## config.mk

```make
export PLATFORM = sky130hd
export DESIGN_NAME = sw_40g_core
export DESIGN_NICKNAME = d
export VERILOG_FILES = /design/src/source/sw_axis_pkg.sv /design/src/source/sw_route_pkg.sv /design/src/source/axis_downsize.sv /design/src/source/axis_route_mux.sv /design/src/source/axis_sync_fifo.sv /design/src/source/axis_upsize.sv /design/src/source/route_cfg.sv /design/src/source/sw_40g_core.sv
export SDC_FILE = /design/constraint.sdc
export NUM_CORES = 2
export LEC_CHECK = 0
export BUFFER_PORTS_ARGS = -buffer_cell sky130_fd_sc_hd__buf_2
export CAP_MARGIN = 5
export CORE_ASPECT_RATIO = 0.9
export CORE_UTILIZATION = 32
export DETAILED_ROUTE_END_ITERATION = 10
export SLEW_MARGIN = 20
export SYNTH_ARGS = -nofsm -noshare
export SYNTH_HDL_FRONTEND = slang
export SYNTH_HIERARCHICAL = 1
export SYNTH_SLANG_ARGS = --single-unit
```

## constraint.sdc

```tcl
create_clock -name sys_clk -period 8.7 [get_ports sys_clk]
set_input_delay 1.305 -clock sys_clk [delete_from_list [all_inputs] [get_ports sys_clk]]
set_output_delay 1.305 -clock sys_clk [all_outputs]
set_load 0.02 [all_outputs]
```

## src/source/sw_axis_pkg.sv

```systemverilog
`default_nettype none

package sw_axis_pkg;

  // --------------------
  // stream widths

  // single-lane aurora and 10gbase-r
  localparam int narrow_w      = 64;
  localparam int narrow_keep_w = 8;

  // four-lane aurora
  localparam int wide_w         = 256;
  localparam int wide_keep_w    = 32;
  localparam int lanes_per_wide = 4;
  localparam int lane_idx_w     = $clog2(lanes_per_wide);

  // --------------------
  // data-transmit buffer
  localparam int xmit_fifo_depth = 16;
  localparam int fifo_ptr_w      = $clog2(xmit_fifo_depth);

  // one wide beat, flat or as narrow words with word 0 in the low bits
  typedef union packed
  {
    logic [wide_w-1:0]                       flat;
    logic [lanes_per_wide-1:0][narrow_w-1:0] word;
  } wide_beat_u;

endpackage

`default_nettype wire

```

## src/source/sw_route_pkg.sv

```systemverilog
`default_nettype none

package sw_route_pkg;

  localparam int route_w = 2;

  // uplink parked, downlink on rx main
  // code 3 behaves the same way
  localparam logic [route_w-1:0] route_park = 2'd0;

  // uplink to four-lane tx main
  localparam logic [route_w-1:0] route_main = 2'd1;

  // uplink to tx back, downlink from rx back
  localparam logic [route_w-1:0] route_back = 2'd2;

endpackage

`default_nettype wire

```

## src/source/axis_downsize.sv

```systemverilog
`timescale 1ns/1ps
`default_nettype none

module axis_downsize
  import sw_axis_pkg::*;
(
  input  wire                      sys_clk,
  input  wire                      arst_n,
  input  wire  [wide_w-1:0]        in_tdata,
  input  wire  [wide_keep_w-1:0]   in_tkeep,
  input  wire                      in_tlast,
  input  wire                      in_tvalid,
  output logic                     in_tready,
  output logic [narrow_w-1:0]      out_tdata,
  output logic [narrow_keep_w-1:0] out_tkeep,
  output logic                     out_tlast,
  output logic                     out_tvalid,
  input  wire                      out_tready
);

  wide_beat_u                                   beat_q;
  logic [lanes_per_wide-1:0][narrow_keep_w-1:0] keep_q;
  logic                                         last_q;
  logic [lane_idx_w-1:0]                        idx_q;
  logic [lane_idx_w-1:0]                        top_idx_q;
  logic [lane_idx_w-1:0]                        top_idx;
  logic                                         busy_q;
  logic                                         busy_d;
  logic                                         in_fire;
  logic                                         out_fire;
  logic                                         last_word;

  assign in_fire   = in_tvalid && in_tready;
  assign out_fire  = out_tvalid && out_tready;
  assign last_word = (idx_q == top_idx_q);

  // highest narrow word with keep bytes, keep is contiguous
  always_comb
  begin
    top_idx = '0;
    for (int i = 0; i < lanes_per_wide; i++)
    begin
      if (|in_tkeep[i*narrow_keep_w +: narrow_keep_w])
        top_idx = lane_idx_w'(i);
    end
  end

  always_comb
  begin
    busy_d = busy_q;
    if (in_fire)
      busy_d = 1'b1;
    else if (out_fire && last_word)
      busy_d = 1'b0;
  end

  // --------------------
  // control
  always_ff @(posedge sys_clk or negedge arst_n)
  begin
    if (!arst_n)
    begin
      busy_q    <= 1'b0;
      in_tready <= 1'b0;
      idx_q     <= '0;
    end
    else
    begin
      busy_q    <= busy_d;
      in_tready <= !busy_d;
      if (in_fire)
        idx_q <= '0;
      else if (out_fire)
        idx_q <= idx_q + 1'b1;
    end
  end

  // held wide beat
  always_ff @(posedge sys_clk)
  begin
    if (in_fire)
    begin
      beat_q.flat <= in_tdata;
      keep_q      <= in_tkeep;
      last_q      <= in_tlast;
      top_idx_q   <= top_idx;
    end
  end

  assign out_tvalid = busy_q;
  assign out_tdata  = beat_q.word[idx_q];
  assign out_tkeep  = keep_q[idx_q];
  assign out_tlast  = last_q && last_word;

endmodule

`default_nettype wire

```

## src/source/axis_route_mux.sv

```systemverilog
`timescale 1ns/1ps
`default_nettype none

module axis_route_mux
  import sw_axis_pkg::*;
(
  input  wire                      sys_clk,
  input  wire                      arst_n,
  input  wire                      down_sel,
  // rx main, cut to 64 bits
  input  wire  [narrow_w-1:0]      main_tdata,
  input  wire  [narrow_keep_w-1:0] main_tkeep,
  input  wire                      main_tlast,
  input  wire                      main_tvalid,
  output logic                     main_tready,
  // rx back, cut to 64 bits
  input  wire  [narrow_w-1:0]      back_tdata,
  input  wire  [narrow_keep_w-1:0] back_tkeep,
  input  wire                      back_tlast,
  input  wire                      back_tvalid,
  output logic                     back_tready,
  // to 10g tx
  output logic [narrow_w-1:0]      out_tdata,
  output logic [narrow_keep_w-1:0] out_tkeep,
  output logic                     out_tlast,
  output logic                     out_tvalid,
  input  wire                      out_tready
);

  logic sel_q;
  logic in_frame;
  logic sel;
  logic out_fire;

  // selection frozen inside a frame
  assign sel      = in_frame ? sel_q : down_sel;
  assign out_fire = out_tvalid && out_tready;

  always_ff @(posedge sys_clk or negedge arst_n)
  begin
    if (!arst_n)
    begin
      sel_q    <= 1'b0;
      in_frame <= 1'b0;
    end
    else if (out_fire)
    begin
      in_frame <= !out_tlast;
      sel_q    <= sel;
    end
  end

  // --------------------
  // datapath
  assign out_tdata  = sel ? back_tdata : main_tdata;
  assign out_tkeep  = sel ? back_tkeep : main_tkeep;
  assign out_tlast  = sel ? back_tlast : main_tlast;
  assign out_tvalid = sel ? back_tvalid : main_tvalid;

  // unselected side is stalled
  assign main_tready = !sel && out_tready;
  assign back_tready = sel && out_tready;

endmodule

`default_nettype wire

```

## src/source/axis_sync_fifo.sv

```systemverilog
`timescale 1ns/1ps
`default_nettype none

module axis_sync_fifo
  import sw_axis_pkg::*;
(
  input  wire                      sys_clk,
  input  wire                      arst_n,
  input  wire  [narrow_w-1:0]      in_tdata,
  input  wire  [narrow_keep_w-1:0] in_tkeep,
  input  wire                      in_tlast,
  input  wire                      in_tvalid,
  output logic                     in_tready,
  output logic [narrow_w-1:0]      out_tdata,
  output logic [narrow_keep_w-1:0] out_tkeep,
  output logic                     out_tlast,
  output logic                     out_tvalid,
  input  wire                      out_tready
);

  // last, keep and data per entry
  logic [narrow_w+narrow_keep_w:0] mem [xmit_fifo_depth];
  logic [fifo_ptr_w-1:0]           wr_ptr;
  logic [fifo_ptr_w-1:0]           rd_ptr;
  logic [fifo_ptr_w:0]             count;
  logic [fifo_ptr_w:0]             count_d;
  logic                            in_fire;
  logic                            out_fire;

  assign in_fire  = in_tvalid && in_tready;
  assign out_fire = out_tvalid && out_tready;

  always_comb
  begin
    count_d = count;
    if (in_fire && !out_fire)
      count_d = count + 1'b1;
    else if (out_fire && !in_fire)
      count_d = count - 1'b1;
  end

  // --------------------
  // pointers and occupancy
  always_ff @(posedge sys_clk or negedge arst_n)
  begin
    if (!arst_n)
    begin
      wr_ptr    <= '0;
      rd_ptr    <= '0;
      count     <= '0;
      in_tready <= 1'b0;
    end
    else
    begin
      count     <= count_d;
      in_tready <= (count_d != (fifo_ptr_w + 1)'(xmit_fifo_depth));
      if (in_fire)
        wr_ptr <= wr_ptr + 1'b1;
      if (out_fire)
        rd_ptr <= rd_ptr + 1'b1;
    end
  end

  always_ff @(posedge sys_clk)
  begin
    if (in_fire)
      mem[wr_ptr] <= {in_tlast, in_tkeep, in_tdata};
  end

  // head entry shows as soon as it is written
  assign {out_tlast, out_tkeep, out_tdata} = mem[rd_ptr];
  assign out_tvalid = (count != '0);

endmodule

`default_nettype wire

```

## src/source/axis_upsize.sv

```systemverilog
`timescale 1ns/1ps
`default_nettype none

module axis_upsize
  import sw_axis_pkg::*;
(
  input  wire                      sys_clk,
  input  wire                      arst_n,
  input  wire  [narrow_w-1:0]      in_tdata,
  input  wire  [narrow_keep_w-1:0] in_tkeep,
  input  wire                      in_tlast,
  input  wire                      in_tvalid,
  output logic                     in_tready,
  output logic [wide_w-1:0]        out_tdata,
  output logic [wide_keep_w-1:0]   out_tkeep,
  output logic                     out_tlast,
  output logic                     out_tvalid,
  input  wire                      out_tready
);

  wide_beat_u                                   beat_q;
  logic [lanes_per_wide-1:0][narrow_keep_w-1:0] keep_q;
  logic                                         last_q;
  logic [lane_idx_w-1:0]                        idx_q;
  logic                                         full_q;
  logic                                         full_d;
  logic                                         in_fire;
  logic                                         out_fire;
  logic                                         close;

  assign in_fire  = in_tvalid && in_tready;
  assign out_fire = out_tvalid && out_tready;

  // beat closes on its last slot or on a frame end
  assign close = in_fire && (in_tlast || idx_q == lane_idx_w'(lanes_per_wide - 1));

  always_comb
  begin
    full_d = full_q;
    if (close)
      full_d = 1'b1;
    else if (out_fire)
      full_d = 1'b0;
  end

  // --------------------
  // control
  always_ff @(posedge sys_clk or negedge arst_n)
  begin
    if (!arst_n)
    begin
      full_q    <= 1'b0;
      in_tready <= 1'b0;
      idx_q     <= '0;
    end
    else
    begin
      full_q    <= full_d;
      in_tready <= !full_d;
      if (close)
        idx_q <= '0;
      else if (in_fire)
        idx_q <= idx_q + 1'b1;
    end
  end

  // slot fill
  // keep is cleared as a new beat starts so short beats carry zero keep above the data
  always_ff @(posedge sys_clk)
  begin
    if (in_fire)
    begin
      if (idx_q == '0)
        keep_q <= '0;
      keep_q[idx_q]      <= in_tkeep;
      beat_q.word[idx_q] <= in_tdata;
      last_q             <= in_tlast;
    end
  end

  assign out_tvalid = full_q;
  assign out_tdata  = beat_q.flat;
  assign out_tkeep  = keep_q;
  assign out_tlast  = last_q;

endmodule

`default_nettype wire

```

## src/source/route_cfg.sv

```systemverilog
`timescale 1ns/1ps
`default_nettype none

module route_cfg
  import sw_axis_pkg::*, sw_route_pkg::*;
(
  input  wire                    sys_clk,
  input  wire                    arst_n,
  input  wire  [route_w-1:0]     route_ctrl,
  // packed uplink from the upsizer
  input  wire  [wide_w-1:0]      up_tdata,
  input  wire  [wide_keep_w-1:0] up_tkeep,
  input  wire                    up_tlast,
  input  wire                    up_tvalid,
  output logic                   up_tready,
  // four-lane tx main
  output logic [wide_w-1:0]      main_tdata,
  output logic [wide_keep_w-1:0] main_tkeep,
  output logic                   main_tlast,
  output logic                   main_tvalid,
  input  wire                    main_tready,
  // four-lane tx back
  output logic [wide_w-1:0]      back_tdata,
  output logic [wide_keep_w-1:0] back_tkeep,
  output logic                   back_tlast,
  output logic                   back_tvalid,
  input  wire                    back_tready,
  // downlink mux output, only watched
  input  wire                    down_tvalid,
  input  wire                    down_tready,
  input  wire                    down_tlast,
  output logic                   down_sel
);

  logic [route_w-1:0] up_route;
  logic [route_w-1:0] down_route;
  logic               up_in_frame;
  logic               down_in_frame;
  logic               up_fire;
  logic               down_fire;

  assign up_fire   = up_tvalid && up_tready;
  assign down_fire = down_tvalid && down_tready;

  // --------------------
  // frame tracking per path
  // a route register only reloads while its path is idle
  always_ff @(posedge sys_clk or negedge arst_n)
  begin
    if (!arst_n)
    begin
      up_route      <= route_park;
      down_route    <= route_park;
      up_in_frame   <= 1'b0;
      down_in_frame <= 1'b0;
    end
    else
    begin
      if (up_fire)
        up_in_frame <= !up_tlast;
      if (!up_in_frame && !up_fire)
        up_route <= route_ctrl;
      if (down_fire)
        down_in_frame <= !down_tlast;
      if (!down_in_frame && !down_fire)
        down_route <= route_ctrl;
    end
  end

  // --------------------
  // uplink steering
  assign main_tdata  = up_tdata;
  assign main_tkeep  = up_tkeep;
  assign main_tlast  = up_tlast;
  assign main_tvalid = up_tvalid && (up_route == route_main);

  assign back_tdata  = up_tdata;
  assign back_tkeep  = up_tkeep;
  assign back_tlast  = up_tlast;
  assign back_tvalid = up_tvalid && (up_route == route_back);

  // parked uplink holds the upsizer off
  always_comb
  begin
    case (up_route)
      route_main: up_tready = main_tready;
      route_back: up_tready = back_tready;
      default:    up_tready = 1'b0;
    endcase
  end

  // only route_back moves the downlink off rx main
  assign down_sel = (down_route == route_back);

endmodule

`default_nettype wire

```

## src/source/sw_40g_core.sv

```systemverilog
`timescale 1ns/1ps
`default_nettype none

module sw_40g_core
  import sw_axis_pkg::*, sw_route_pkg::*;
(
  input  wire                          sys_clk,
  input  wire                          arst_n,
  input  wire [route_w-1:0]            route_ctrl,
  // single-lane aurora, data transmit
  input  wire [narrow_w-1:0]           lane1_rx_tdata,
  input  wire [narrow_keep_w-1:0]      lane1_rx_tkeep,
  input  wire                          lane1_rx_tlast,
  input  wire                          lane1_rx_tvalid,
  output wire                          lane1_rx_tready,
  output wire [narrow_w-1:0]           lane1_tx_tdata,
  output wire [narrow_keep_w-1:0]      lane1_tx_tkeep,
  output wire                          lane1_tx_tlast,
  output wire                          lane1_tx_tvalid,
  input  wire                          lane1_tx_tready,
  // four-lane aurora, [0] main and [1] back
  input  wire [1:0][wide_w-1:0]        lane4_rx_tdata,
  input  wire [1:0][wide_keep_w-1:0]   lane4_rx_tkeep,
  input  wire [1:0]                    lane4_rx_tlast,
  input  wire [1:0]                    lane4_rx_tvalid,
  output wire [1:0]                    lane4_rx_tready,
  output wire [1:0][wide_w-1:0]        lane4_tx_tdata,
  output wire [1:0][wide_keep_w-1:0]   lane4_tx_tkeep,
  output wire [1:0]                    lane4_tx_tlast,
  output wire [1:0]                    lane4_tx_tvalid,
  input  wire [1:0]                    lane4_tx_tready,
  // 10gbase-r, [0] is channel 0 (route) and [1] is channel 2 (data transmit)
  input  wire [1:0][narrow_w-1:0]      base10g_rx_tdata,
  input  wire [1:0][narrow_keep_w-1:0] base10g_rx_tkeep,
  input  wire [1:0]                    base10g_rx_tlast,
  input  wire [1:0]                    base10g_rx_tvalid,
  output wire [1:0]                    base10g_rx_tready,
  output wire [1:0][narrow_w-1:0]      base10g_tx_tdata,
  output wire [1:0][narrow_keep_w-1:0] base10g_tx_tkeep,
  output wire [1:0]                    base10g_tx_tlast,
  output wire [1:0]                    base10g_tx_tvalid,
  input  wire [1:0]                    base10g_tx_tready
);

  logic [1:0][narrow_w-1:0]      dn_tdata;
  logic [1:0][narrow_keep_w-1:0] dn_tkeep;
  logic [1:0]                    dn_tlast;
  logic [1:0]                    dn_tvalid;
  logic [1:0]                    dn_tready;
  logic                          down_sel;
  logic [wide_w-1:0]             up_tdata;
  logic [wide_keep_w-1:0]        up_tkeep;
  logic                          up_tlast;
  logic                          up_tvalid;
  logic                          up_tready;

  // --------------------
  // downlink, lane4 rx to 10g channel 0
  for (genvar i = 0; i < 2; i++)
  begin : g_down
    axis_downsize downsize_inst (
      .sys_clk    (sys_clk),
      .arst_n     (arst_n),
      .in_tdata   (lane4_rx_tdata[i]),
      .in_tkeep   (lane4_rx_tkeep[i]),
      .in_tlast   (lane4_rx_tlast[i]),
      .in_tvalid  (lane4_rx_tvalid[i]),
      .in_tready  (lane4_rx_tready[i]),
      .out_tdata  (dn_tdata[i]),
      .out_tkeep  (dn_tkeep[i]),
      .out_tlast  (dn_tlast[i]),
      .out_tvalid (dn_tvalid[i]),
      .out_tready (dn_tready[i])
    );
  end

  axis_route_mux route_mux_inst (
    .sys_clk     (sys_clk),
    .arst_n      (arst_n),
    .down_sel    (down_sel),
    .main_tdata  (dn_tdata[0]),
    .main_tkeep  (dn_tkeep[0]),
    .main_tlast  (dn_tlast[0]),
    .main_tvalid (dn_tvalid[0]),
    .main_tready (dn_tready[0]),
    .back_tdata  (dn_tdata[1]),
    .back_tkeep  (dn_tkeep[1]),
    .back_tlast  (dn_tlast[1]),
    .back_tvalid (dn_tvalid[1]),
    .back_tready (dn_tready[1]),
    .out_tdata   (base10g_tx_tdata[0]),
    .out_tkeep   (base10g_tx_tkeep[0]),
    .out_tlast   (base10g_tx_tlast[0]),
    .out_tvalid  (base10g_tx_tvalid[0]),
    .out_tready  (base10g_tx_tready[0])
  );

  // --------------------
  // uplink, 10g channel 0 to lane4 tx
  axis_upsize upsize_inst (
    .sys_clk    (sys_clk),
    .arst_n     (arst_n),
    .in_tdata   (base10g_rx_tdata[0]),
    .in_tkeep   (base10g_rx_tkeep[0]),
    .in_tlast   (base10g_rx_tlast[0]),
    .in_tvalid  (base10g_rx_tvalid[0]),
    .in_tready  (base10g_rx_tready[0]),
    .out_tdata  (up_tdata),
    .out_tkeep  (up_tkeep),
    .out_tlast  (up_tlast),
    .out_tvalid (up_tvalid),
    .out_tready (up_tready)
  );

  route_cfg route_cfg_inst (
    .sys_clk     (sys_clk),
    .arst_n      (arst_n),
    .route_ctrl  (route_ctrl),
    .up_tdata    (up_tdata),
    .up_tkeep    (up_tkeep),
    .up_tlast    (up_tlast),
    .up_tvalid   (up_tvalid),
    .up_tready   (up_tready),
    .main_tdata  (lane4_tx_tdata[0]),
    .main_tkeep  (lane4_tx_tkeep[0]),
    .main_tlast  (lane4_tx_tlast[0]),
    .main_tvalid (lane4_tx_tvalid[0]),
    .main_tready (lane4_tx_tready[0]),
    .back_tdata  (lane4_tx_tdata[1]),
    .back_tkeep  (lane4_tx_tkeep[1]),
    .back_tlast  (lane4_tx_tlast[1]),
    .back_tvalid (lane4_tx_tvalid[1]),
    .back_tready (lane4_tx_tready[1]),
    .down_tvalid (base10g_tx_tvalid[0]),
    .down_tready (base10g_tx_tready[0]),
    .down_tlast  (base10g_tx_tlast[0]),
    .down_sel    (down_sel)
  );

  // --------------------
  // data transmit, lane1 to and from 10g channel 2
  axis_sync_fifo xmit_tx_inst (
    .sys_clk    (sys_clk),
    .arst_n     (arst_n),
    .in_tdata   (lane1_rx_tdata),
    .in_tkeep   (lane1_rx_tkeep),
    .in_tlast   (lane1_rx_tlast),
    .in_tvalid  (lane1_rx_tvalid),
    .in_tready  (lane1_rx_tready),
    .out_tdata  (base10g_tx_tdata[1]),
    .out_tkeep  (base10g_tx_tkeep[1]),
    .out_tlast  (base10g_tx_tlast[1]),
    .out_tvalid (base10g_tx_tvalid[1]),
    .out_tready (base10g_tx_tready[1])
  );

  axis_sync_fifo xmit_rx_inst (
    .sys_clk    (sys_clk),
    .arst_n     (arst_n),
    .in_tdata   (base10g_rx_tdata[1]),
    .in_tkeep   (base10g_rx_tkeep[1]),
    .in_tlast   (base10g_rx_tlast[1]),
    .in_tvalid  (base10g_rx_tvalid[1]),
    .in_tready  (base10g_rx_tready[1]),
    .out_tdata  (lane1_tx_tdata),
    .out_tkeep  (lane1_tx_tkeep),
    .out_tlast  (lane1_tx_tlast),
    .out_tvalid (lane1_tx_tvalid),
    .out_tready (lane1_tx_tready)
  );

endmodule

`default_nettype wire

```

==> run summary <==
Max Cap Viol: 0
Hold WC Path Type: input port to asynchronous set/reset pin
Nets: 7357
Seq cells post-synth: 3255
DR iter-0 viols: 6983
Clk pin slew, worst setup/hold paths: 0.06 ns
Clk_skew: 0.08680 ns
Yosys Warn Count: 6
Vias in the first global route: 60679
Worst skew pair latency: 0.92 ns
# port buffers: 1617
Congestion Overflow GR: 0
Crit path required time: 7.39 ns
Critical path cell sequence: buf_4 -> buf_4 -> mux4_2 -> mux4_2 -> buf_2
Row cnt: 217
CP max FO: 36
Post-Syn Nets: 6112
Tmin final: 5.814 ns
CP Launch Point: xmit_tx_inst/rd_ptr[0]$_DFFE_PN0P_
Largest net degree at the start of global routing: 127
Root Buffer: clkbuf_16
Pwr Density: 323.0 nW/um^2
Clk buf depth: 4
Yosys top cell area share: 76.88%
Pins Over Slew Limit: 0
Max stage delay on crit path: 0.92 ns
Max_slew headroom: 22.98%
Cell Area, Synth: 125300 sq um
CP Capture Type: output pin
WL final: 421.9 mm
Drt first pass iters: 5
CTS tree: done
Leakage: 48.24 nW
Die height: 595.6 microns
Critical path class: register to output pin
Distinct cells, synth: 57
Arr. time, crit path: 4.51 ns
Leading area contributor after synthesis: edfxtp_1
Total negative slack: 0 ns
Final hold vios: 0
Synth Instances: 5280
Number of hold buffers added after CTS: 0
Slowest cell on the critical path: dfrtp_4
Cts repair resizes: 0
Share of layout cells above drive strength 1: 46.78%
VDD IR max: 301.0 uV
# clock sinks: 3255
Io pins: 1618
FFs w/ async S/R, synth: 1.475%
Core Region: 388800 sq um
Initial Utilization: 32.22%
FF-to-FF End: xmit_rx_inst/mem[8][30]$_DFFE_PP_
CP startpoint kind: register
First-pass GRT wire length: 555.4 mm
Setup WS pre-CTS: 3.677 ns
Layout Area Growth over Synthesis: 17.30%
Fillers: 35087
Fin worst setup slack: 2.886 ns
Sequential share of the synthesized area: 77.83%
GP Congestion: 1.011
Wirelength per Cell: 34.84 microns
Maximum clock frequency: 0.1720 GHz
H-tree lvl count: 5
Synth cell count leaders: 3207 x edfxtp_1, 874 x mux4_2, 588 x buf_4, 95 x clkbuf_1, 74 x buf_2
Reg2Reg Setup Slack: 5.56 ns
Overall die width: 661.5 microns
Final period util: 66.83%
Worst-margin pin slew: 1.155 ns
GRT Total Usage: 20.82%
Run status: finished clean
FF-to-FF Start: xmit_rx_inst/in_tready$_DFF_PN0_
Setup Fix Bufs, Post-CTS: 0
RSZ-0062 raised after global routing: false
Initial antenna violation count: 220
Total CTS buffers: 339
DRC: 0
Final setup viols: 0
EDFF count, synth: 3207
Post-DP HPWL: 289.2 mm
Routed Antenna Nets: 0
Via density: 5.071
Die area: 394000 sq um
Avg Synthesized Cell Area: 23.73 sq um
DR vias: 61417
Area contributors post-synth: edfxtp_1 77%, mux4_2 16%, buf_4 3.5%
Post-synth top flop: edfxtp_1
R2R depth: 4
Most common cell in the netlist: edfxtp_1
## cells in the final DEF, fill, tap and decap left out, drive strengths merged, types with 3 or more instances in the layout
master    instances
diode           163
nand3             8
dfrtp            48
o21ai             8
nor2b             4
nand4             5
buf            1692
clkinvlp         14
edfxtp         3207
nand2            30
ha               21
xor2             11
o22ai             3
nor4              5
or4              10
nor3              6
a21oi             6
and3             15
a31oi             4
mux4            874
inv              32
nor2             18
clkinv          146
clkbuf          410
mux2             80
xnor2            18
and2             65
a31o              3
bufinv           35
## layout make-up
type	instances	area [sq um]	area share, %
flip-flops and latches	3255	97550	66.38
multi-input cells	1218	22530	15.33
well taps	5146	6439	4.382
clock inverters	208	2246	1.528
clock buffers	410	8929	6.076
repair buffers	1692	8762	5.963
diodes	163	407.9	0.2776
inverters	19	86.33	0.05875
## metal layers
metal / GRT usage, % / routed length [microns] / vias up
met1: 26.80 / 165300 / 33293
met4: 8.627 / 18370 / 54
met5: 0.8437 / 337 / -
li1: - / - / 24241
met2: 33.46 / 203400 / 3059
met3: 5.332 / 34560 / 770
## cells by family after synthesis
family	Yosys count	synth area share (%)
DFF	3255	77.83
buffers and inverters	807	4.284
adders and majority gates	23	0.2257
xor gates and xnor gates	29	0.2028
and+or+nand+nor	174	0.7960
AOI/OAI and AO/OA	36	0.2028
muxes	956	16.45
## worst max-delay path by stage
stage                                                       end  slack (ns)  cells after the start
finish                                     base10g_tx_tdata[84]        2.89                      5
global route                               base10g_tx_tdata[84]        2.48                      5
CTS                                        base10g_tx_tdata[84]        2.64                      5
detailed placement                         base10g_tx_tdata[84]        3.68                      5
global placement                           base10g_tx_tdata[84]        3.72                      5
floorplan           g_down[0].downsize_inst/beat_q[0]$_DFFE_PP_        1.03                      2
## where the power goes
part	leakage (nW)	total (mW)	internal [mW]	switching [mW]
logic	13.3	12.9	5.64	7.31
clock network	5.42	14.7	8.41	6.25
registers	29.5	19.9	18.9	0.961
## sequential cells by signal (all words and copies together) (netlist names), 5 cells and up
| register | flops |
|---|---|
| g_down.downsize_inst/beat_q | 512 |
| xmit_rx_inst/mem | 1168 |
| upsize_inst/out_tdata | 256 |
| xmit_tx_inst/mem | 1168 |
| g_down.downsize_inst/keep_q | 64 |
| upsize_inst/out_tkeep | 32 |
| xmit_tx_inst/count | 5 |
| xmit_rx_inst/count | 5 |
## per-stage QoR
| step | util, % | hold WS [ns] | power (mW) | instance area [sq um] | std cells |
|---|---|---|---|---|---|
| final | 37.79 | 0.3670 | 47.47 | 146900 | 12111 |
| after global routing | 37.76 | 0.3141 | 49.12 | 146800 | 12064 |
| after CTS | 37.69 | 0.2900 | 48.07 | 146500 | 11948 |
| after detailed placement | 34.81 | 0.4694 | 33.38 | 135400 | 11330 |
| after global placement | 34.81 | 0.4615 | 33.27 | 135400 | 11330 |
| after floorplan | - | 0.4488 | 28.62 | 125300 | 5280 |
## critical path: cells and delay by family, from the launching register on
family	cells	cell delay, ns
buf+inv	3	1.47
mux	2	1.13
flops	1	0.92
(Power assumes the default switching activity.)
